`src/verilog/cpu_pkg.sv`:
```
package cpu_pkg;

  // --------------------------------------------------------------------------
  // widths
  // --------------------------------------------------------------------------
  localparam int DBITS          = 32;
  localparam int REGNOBITS      = 4;
  localparam int IMMBITS        = 16;
  localparam int OP1BITS        = 6;
  localparam int OP2BITS        = 8;
  localparam int HEXBITS        = 24;
  localparam int LEDRBITS       = 10;
  localparam int SWBITS         = 10;
  localparam int IMEM_ADDR_BITS = 16;  // byte address bits, low 2 pick the byte
  localparam int DMEM_ADDR_BITS = 16;

  typedef logic [DBITS-1:0]     word_t;
  typedef logic [DBITS-1:0]     inst_t;
  typedef logic [REGNOBITS-1:0] regno_t;
  typedef logic [OP1BITS-1:0]   op1_t;
  typedef logic [OP2BITS-1:0]   op2_t;
  typedef logic [HEXBITS-1:0]   hex_t;
  typedef logic [LEDRBITS-1:0]  ledr_t;
  typedef logic [SWBITS-1:0]    sw_t;
  typedef logic [4:0]           ctrl_t;  // is_br, is_jmp, rd_mem, wr_mem, wr_reg

  // bit positions inside ctrl_t
  localparam int CTRL_IS_BR  = 4;
  localparam int CTRL_IS_JMP = 3;
  localparam int CTRL_RD_MEM = 2;
  localparam int CTRL_WR_MEM = 1;
  localparam int CTRL_WR_REG = 0;

  localparam word_t START_PC  = 32'h0000_0100;
  localparam word_t INST_SIZE = 32'd4;

  // --------------------------------------------------------------------------
  // opcodes
  // --------------------------------------------------------------------------
  localparam op1_t OP1_ALUR = 6'b000000;
  localparam op1_t OP1_BEQ  = 6'b001000;
  localparam op1_t OP1_BLT  = 6'b001001;
  localparam op1_t OP1_BLE  = 6'b001010;
  localparam op1_t OP1_BNE  = 6'b001011;
  localparam op1_t OP1_JAL  = 6'b001100;
  localparam op1_t OP1_LW   = 6'b010010;
  localparam op1_t OP1_SW   = 6'b011010;
  localparam op1_t OP1_ADDI = 6'b100000;
  localparam op1_t OP1_ANDI = 6'b100100;
  localparam op1_t OP1_ORI  = 6'b100101;
  localparam op1_t OP1_XORI = 6'b100110;

  localparam op2_t OP2_EQ   = 8'b00001000;
  localparam op2_t OP2_LT   = 8'b00001001;
  localparam op2_t OP2_LE   = 8'b00001010;
  localparam op2_t OP2_NE   = 8'b00001011;
  localparam op2_t OP2_ADD  = 8'b00100000;
  localparam op2_t OP2_AND  = 8'b00100100;
  localparam op2_t OP2_OR   = 8'b00100101;
  localparam op2_t OP2_XOR  = 8'b00100110;
  localparam op2_t OP2_SUB  = 8'b00101000;
  localparam op2_t OP2_NAND = 8'b00101100;
  localparam op2_t OP2_NOR  = 8'b00101101;
  localparam op2_t OP2_NXOR = 8'b00101110;
  localparam op2_t OP2_RSHF = 8'b00110000;
  localparam op2_t OP2_LSHF = 8'b00110001;

  // memory-mapped i/o
  localparam word_t ADDR_HEX     = 32'hFFFF_F000;
  localparam word_t ADDR_LEDR    = 32'hFFFF_F020;
  localparam word_t ADDR_SW_DATA = 32'hFFFF_F090;
  localparam word_t ADDR_SW_CTRL = 32'hFFFF_F094;
  localparam hex_t  HEX_RESET    = 24'hFEDEAD;

endpackage

```
`src/verilog/decode_stage.sv`:
```
`timescale 1ns/10ps

module decode_stage (
  input  logic            clk,
  input  logic            reset,
  input  cpu_pkg::inst_t  inst_fe,
  input  cpu_pkg::word_t  pc_fe,
  input  logic            mispred,
  input  cpu_pkg::word_t  ex_alu,
  input  cpu_pkg::regno_t ex_wregno,
  input  logic            ex_wr_reg,
  input  logic            ex_rd_mem,
  input  cpu_pkg::regno_t mem_wregno,
  input  logic            mem_wr_reg,
  input  cpu_pkg::word_t  mem_val,
  input  cpu_pkg::regno_t wb_regno,
  input  cpu_pkg::word_t  wb_val,
  input  logic            wb_en,
  output logic            stall,
  output cpu_pkg::op1_t   op1_id,
  output cpu_pkg::op2_t   op2_id,
  output cpu_pkg::word_t  regval1_id,
  output cpu_pkg::word_t  regval2_id,
  output cpu_pkg::word_t  imm_id,
  output cpu_pkg::word_t  pc_id,
  output cpu_pkg::regno_t wregno_id,
  output cpu_pkg::ctrl_t  ctrl_id
);

  cpu_pkg::op1_t               op1;
  cpu_pkg::op2_t               op2;
  logic [cpu_pkg::IMMBITS-1:0] imm;
  cpu_pkg::regno_t             rd;
  cpu_pkg::regno_t             rs;
  cpu_pkg::regno_t             rt;
  cpu_pkg::word_t              imm_sx;
  cpu_pkg::word_t              regs [2**cpu_pkg::REGNOBITS];
  cpu_pkg::word_t              opnd1;
  cpu_pkg::word_t              opnd2;
  cpu_pkg::ctrl_t              ctrl;
  cpu_pkg::regno_t             wregno;
  logic                        is_alur;
  logic                        uses_rt;

  // --------------------------------------------------------------------------
  // field split
  // --------------------------------------------------------------------------
  assign op1 = inst_fe[31:26];
  assign op2 = inst_fe[25:18];
  assign imm = inst_fe[23:8];
  assign rd  = inst_fe[11:8];
  assign rs  = inst_fe[7:4];
  assign rt  = inst_fe[3:0];

  assign imm_sx  = {{(cpu_pkg::DBITS-cpu_pkg::IMMBITS){imm[cpu_pkg::IMMBITS-1]}}, imm};
  assign is_alur = (op1 == cpu_pkg::OP1_ALUR);
  assign wregno  = is_alur ? rd : rt;  // only register alu ops write rd

  always_comb begin
    ctrl = '0;
    ctrl[cpu_pkg::CTRL_IS_BR]  = op1 inside {cpu_pkg::OP1_BEQ, cpu_pkg::OP1_BLT,
                                            cpu_pkg::OP1_BLE, cpu_pkg::OP1_BNE};
    ctrl[cpu_pkg::CTRL_IS_JMP] = (op1 == cpu_pkg::OP1_JAL);
    ctrl[cpu_pkg::CTRL_RD_MEM] = (op1 == cpu_pkg::OP1_LW);
    ctrl[cpu_pkg::CTRL_WR_MEM] = (op1 == cpu_pkg::OP1_SW);
    ctrl[cpu_pkg::CTRL_WR_REG] = is_alur ||
                                 op1 inside {cpu_pkg::OP1_JAL, cpu_pkg::OP1_LW,
                                             cpu_pkg::OP1_ADDI, cpu_pkg::OP1_ANDI,
                                             cpu_pkg::OP1_ORI, cpu_pkg::OP1_XORI};
  end

  // rt is a source only here, otherwise it is the destination
  assign uses_rt = is_alur || ctrl[cpu_pkg::CTRL_IS_BR] || ctrl[cpu_pkg::CTRL_WR_MEM];

  // --------------------------------------------------------------------------
  // register file, forwarding and load-use stall
  // --------------------------------------------------------------------------
  always_ff @(posedge clk or posedge reset) begin
    if (reset) begin
      for (int i = 0; i < 2**cpu_pkg::REGNOBITS; i++) regs[i] <= '0;
    end else if (wb_en && wb_regno != '0) begin
      regs[wb_regno] <= wb_val;
    end
  end

  // youngest producer wins; loads in execute are left to the stall
  function automatic cpu_pkg::word_t fwd(input cpu_pkg::regno_t src,
                                         input cpu_pkg::word_t  rf_val);
    if (src == '0) return '0;
    if (ex_wr_reg && !ex_rd_mem && ex_wregno == src) return ex_alu;
    if (mem_wr_reg && mem_wregno == src) return mem_val;
    if (wb_en && wb_regno == src) return wb_val;  // written this edge
    return rf_val;
  endfunction

  always_comb begin
    opnd1 = fwd(rs, regs[rs]);
    opnd2 = fwd(rt, regs[rt]);
  end

  assign stall = ex_rd_mem && ex_wr_reg && ex_wregno != '0 &&
                 (ex_wregno == rs || (uses_rt && ex_wregno == rt));

  // --------------------------------------------------------------------------
  // decode latch
  // --------------------------------------------------------------------------
  always_ff @(posedge clk or posedge reset) begin
    if (reset) ctrl_id <= '0;
    else if (mispred || stall) ctrl_id <= '0;  // bubble into execute
    else ctrl_id <= ctrl;
  end

  always_ff @(posedge clk) begin
    op1_id     <= op1;
    op2_id     <= op2;
    regval1_id <= opnd1;
    regval2_id <= opnd2;
    imm_id     <= imm_sx;
    pc_id      <= pc_fe;
    wregno_id  <= wregno;
  end

endmodule

```
`config.mk`:
```
export PLATFORM = sky130hd
export DESIGN_NAME = decode_stage
export DESIGN_NICKNAME = d
export VERILOG_FILES = /design/src/verilog/cpu_pkg.sv /design/src/verilog/decode_stage.sv
export SDC_FILE = /design/constraint.sdc
export NUM_CORES = 2
export LEC_CHECK = 0
export BUFFER_PORTS_ARGS = -buffer_cell sky130_fd_sc_hd__buf_2
export CORE_UTILIZATION = 65
export CTS_BUF_LIST = sky130_fd_sc_hd__clkbuf_8
export CTS_CLUSTER_DIAMETER = 30
export DETAILED_ROUTE_END_ITERATION = 8
export PLACE_DENSITY = 0.9
export SLEW_MARGIN = 20
export SYNTH_ARGS = -nofsm -noshare
export SYNTH_HDL_FRONTEND = slang
export SYNTH_SLANG_ARGS = --single-unit
```
`constraint.sdc`:
```
create_clock -name clk -period 41.7 [get_ports clk]
set_input_delay 4.17 -clock clk [delete_from_list [all_inputs] [get_ports clk]]
set_output_delay 4.17 -clock clk [all_outputs]
set_load 0.02 [all_outputs]
```
* Word-level counts from Yosys, hierarchy flattened
Index checks and enable logic that the tools add are counted.
Storage, ports and cells: register bits 647, input port bits 179, output and inout port bits 152, word-level logic and storage cells 121
Cells by class: order comparisons 4, equality and inequality tests 17, multiplexer cells 47, bitwise gates (word level) 3, reductions and logical operators 26
Operators by type and width (number):
- two-way mux 32 bit | 21
- bitwise mux 512 bit | 1
- binary-select mux 32 bit (select 4 bit) | 2
- demux 32 bit (select 4 bit) | 1
- == test 6 x 4 -> 1 bit, second input constant | 5
- == test 4 bit | 6
- == test 6 bit, second input constant | 4
- two-way mux 1 bit | 20
- >= comparator 5 bit, second input constant | 3
- NOT 4 -> 5 bit | 3
- logical AND 1 bit | 13
- == test 6 x 5 -> 1 bit, second input constant | 2
- nonzero test 4 bit | 3
- logical NOT 4 bit | 2
- logical NOT 6 bit | 1
- nonzero test 6 bit | 1
- logical OR 1 bit | 5
- less-than comparator 5 x 1 -> 1 bit, second input constant | 1
- two-way mux 5 bit | 1
- two-way mux 4 bit | 1
- logical NOT 1 bit | 1

* Longest topological paths before layout
word-level depth 14, mapped depth 9

* Worst setup path before layout
OpenSTA, ideal clock, no wires.
kind input -> output, start point input port inst_fe[5], end point output port stall, data arrival time 5.399 ns, required time 37.530 ns, path slack 32.131 ns, stages 5, path buffers 1, path through buf_2 xor2_1 nor4_2 a31oi_1 nor3_1
Between the ends: word-level cells in the longest chain between the ends 3
Ends and longest elaborated chain:
- start, declared | line decode_stage.sv:6 | input cpu_pkg::inst_t inst_fe,
- == test 4 bit | line decode_stage.sv:102 | (ex_wregno == rs || (uses_rt && ex_wregno == rt));
- logical OR 1 bit | line decode_stage.sv:102
- logical AND 1 bit | line decode_stage.sv:101 | assign stall = ex_rd_mem && ex_wr_reg && ex_wregno != '0 &&
- end, declared | line decode_stage.sv:19 | output logic stall,
No other way between the ends.

* Worst setup path in the final report
start point input port inst_fe[1], end point output port stall
Between the ends: word-level cells in the longest chain between the ends 4
Ends and longest elaborated chain (line):
- == test 4 bit | decode_stage.sv:102
- logical AND 1 bit | decode_stage.sv:102
- logical OR 1 bit | decode_stage.sv:102
- logical AND 1 bit | decode_stage.sv:101
No other way between the ends.

==> flow_metrics.py <==
metrics = {
    "yosys": {
        "synth_edf_count": 0,
        "yosysMostFrequentCell": "dfrtp_1",
        "seq_area_frac_synth": 0.488,
        "syn_area_per_cell_um2": 13.4,
        "yosys_warnings": 0,
        "synthTopCellsByCount": "517 x dfrtp_1, 325 x mux2_2, 257 x mux4_2",
        "synth_seq_cells": 641,
        "synth_area_leader_cell": "dfrtp_1",
        "syn-num-nets": 2532,
        "synth_cell_types": 48,
        "synthFlopType": "dfrtp_1",
        "synth.area.top_cells": "dfrtp_1 41%, mux4_2 18%, mux2_2 12%",
        "synth_cells": 2353,
        "synth_area_mm2": 0.0316,
        "synth_top_area_share": 0.409,
        "async_flop_share": 0.807,
    },
    "sta": {
        "period_share": 0.243,
        "max_slew_margin": 0.191,
        "final_hold_viol_count": 0,
        "period_needed_ns": 10.15,
        "slew_viol_final": 0,
        "worstMarginPinSlew_ns": 1.21,
        "max_clock_freq_mhz": 98.5,
        "rsz0062_at_grt": "false",
        "finalSetupViolCount": 0,
        "finalClockSkew_ns": 0.0633,
        "tns_ns": 0,
    },
    "setup_path": {
        "crit_slowest_cell": "buf_6",
        "crit_arrival_ns": 5.98,
        "reg2reg_slack_ns": 39.63,
        "reg2reg_depth": 5,
        "critPathCaptureType": "output port",
        "startpoint_type": "input port",
        "path_class": "input port to output port",
        "worst_r2r_startpoint": "regs[409]",
        "slowest_delay_ns": 0.62,
        "r2r-end": "regval1_id[25]",
        "worstPathRequired_ns": 37.53,
        "startpoint": "inst_fe[1]",
        "path_cells": "buf_6 > xor2_1 > nor4_4 > a31oi_1 > nor3_1 > buf_2",
        "crit_fanout": 71,
    },
    "placement": {
        "dp_cells": 3048,
        "dp_hpwl_mm": 53.5,
        "port_buffers": 330,
        "gp_congestion": 0.839,
    },
    "floorplan": {
        "die_x_um": 223,
        "coreArea_mm2": 0.0478,
        "initial_core_util": 0.661,
        "pin_count": 331,
        "die_area_mm2": 0.0495,
        "die_y_um": 223,
        "rows": 80,
    },
    "cts": {
        "cts-root-buf": "clkbuf_8",
        "post_cts_resized": 0,
        "cts.sinks": 641,
        "clk_pin_slew_worst_paths_ns": 0.06,
        "post-cts-setup-buffer-count": 0,
        "clockBufferDepth": 3,
        "h-tree-depth": 3,
        "cts_hold_buf": 0,
        "cts_tree": "done",
        "cts_inserted_buffers": 121,
        "insertion_delay_ns": 0.77,
    },
    "global_route": {
        "use_met1": 0.497,
        "grt_usage": 0.415,
        "use_met2": 0.619,
        "grt_pass1_vias": 26073,
        "grt_pass1_wl_mm": 154,
        "grt-ovfl-total": 0,
        "grtUsageMet3": 0.154,
        "grt_antenna_before_repair": 10,
        "top_usage_layer": "met2",
        "grt_max_degree": 203,
    },
    "route": {
        "wl_per_cell_um": 31.0,
        "drt_iter0_markers": 3968,
        "vias": 24935,
        "drtAntennaViolNets": 0,
        "drc": 0,
        "drt_wl_total_mm": 102,
        "via_per_inst": 7.59,
        "first_pass_iters": 9,
    },
    "finish": {
        "drive_above_1_share": 0.471,
        "regArea_mm2": 0.0154,
        "fin_nets": 2736,
        "area_growth_pct": 13.9,
        "fin_cells": 3287,
        "multi_input_area_mm2": 0.0148,
        "final.fill_count": 2605,
    },
    "worst_hold_path": {
        "min_from": "regs[485]",
        "min_to": "regs[485]",
        "whs_path_depth": 0,
        "hp-class": "flip-flop to flip-flop",
    },
    "run": {
        "maxCapViolations": 0,
    },
    "power_and_ir_drop": {
        "peakVddDrop_v": 0.0000275,
        "p_per_area_mw_per_mm2": 54.2,
        "power.leakage_nw": 15.6,
    },
    "status": {
        "status": "finished, final reports clean",
    },
}
[registers in the layout (all words and copies together), names as in the netlist]
signal and count:
pc_id 32, op2_id 3, ctrl_id 5, op1_id 6
wregno_id 4, regs 512, regval1_id 32, imm_id 15
regval2_id 32
[logic make-up (layout without fill, tap and decap cells)]
group,count (synthesis),in the layout,share of synthesized area
other cells,0,9,0
mux,586,586,0.300
flops,641,641,0.488
xor+xnor,24,24,0.00665
buf+inv,326,636,0.0492
compound gates,448,448,0.110
simple gates,328,328,0.0464
[layer usage]
layer,vias up,share of wire
met4,8,0.082
met3,769,0.14
met2,2513,0.45
met5,-,0.00061
met1,12267,0.32
li1,9378,-
[power breakdown]
group	leakage [nW]	switching, W	internal [W]
sequential	7.51	0.0000996	0.000745
clock	1.51	0.000291	0.000409
combinational	6.54	0.000196	0.000209
[critical path: cells and delay by family]
kind,cells,cell delay (ns)
buf+inv,2,0.81
simple gates,2,0.53
compound gates,1,0.17
xor+xnor,1,0.25
[how the worst max path moves through the flow]
stage	end	slack (ns)	depth (start not counted)
after floorplan	ctrl_id[0]	23.09	1
after detailed placement	stall	31.62	6
after global placement	stall	31.65	6
after CTS	stall	31.61	6
after global routing	stall	31.47	6
final	stall	31.55	6
[stage by stage]
stage | power (W) | util | setup slack, ns | hold slack [ns] | instance area, um2
after global placement | 0.00119 | 0.692 | 31.65 | 0.377 | 33100
after CTS | 0.00193 | 0.751 | 31.61 | 0.396 | 35900
after global routing | 0.00200 | 0.752 | 31.47 | 0.409 | 36000
final | 0.00195 | 0.752 | 31.55 | 0.396 | 36000
after detailed placement | 0.00123 | 0.692 | 31.62 | 0.384 | 33100
after floorplan | 0.00111 | - | 23.09 | 0.441 | 31600
[cells in the final DEF, fill, tap and decap left out, drive strengths merged, types with 3 or more instances in the layout]
cell	n
dfrtp	517
buf	370
mux2	329
mux4	257
nand2	217
o21ai	166
clkbuf	159
dfxtp	124
a22oi	64
a221oi	62
inv	57
or3	36
o31ai	33
a22o	31
o221ai	31
clkinv	28
a21oi	21
o311ai	21
nor2	18
xor2	15
nor3	15
a211oi	13
clkinvlp	11
bufinv	11
diode	9
nand3	9
xnor2	9
nor2b	9
nor4	7
nand2b	5
and2	3
and3	3
[final cells by class]
class	instances	area share
well taps	615	0.0214
multi-input cells	1386	0.410
flip-flops and latches	641	0.428
inverters	35	0.00400
diodes	9	0.000626
repair buffers	372	0.0568
clock inverters	72	0.0186
clock buffers	157	0.0600
Note: power is estimated with default switching activity, not from simulation.
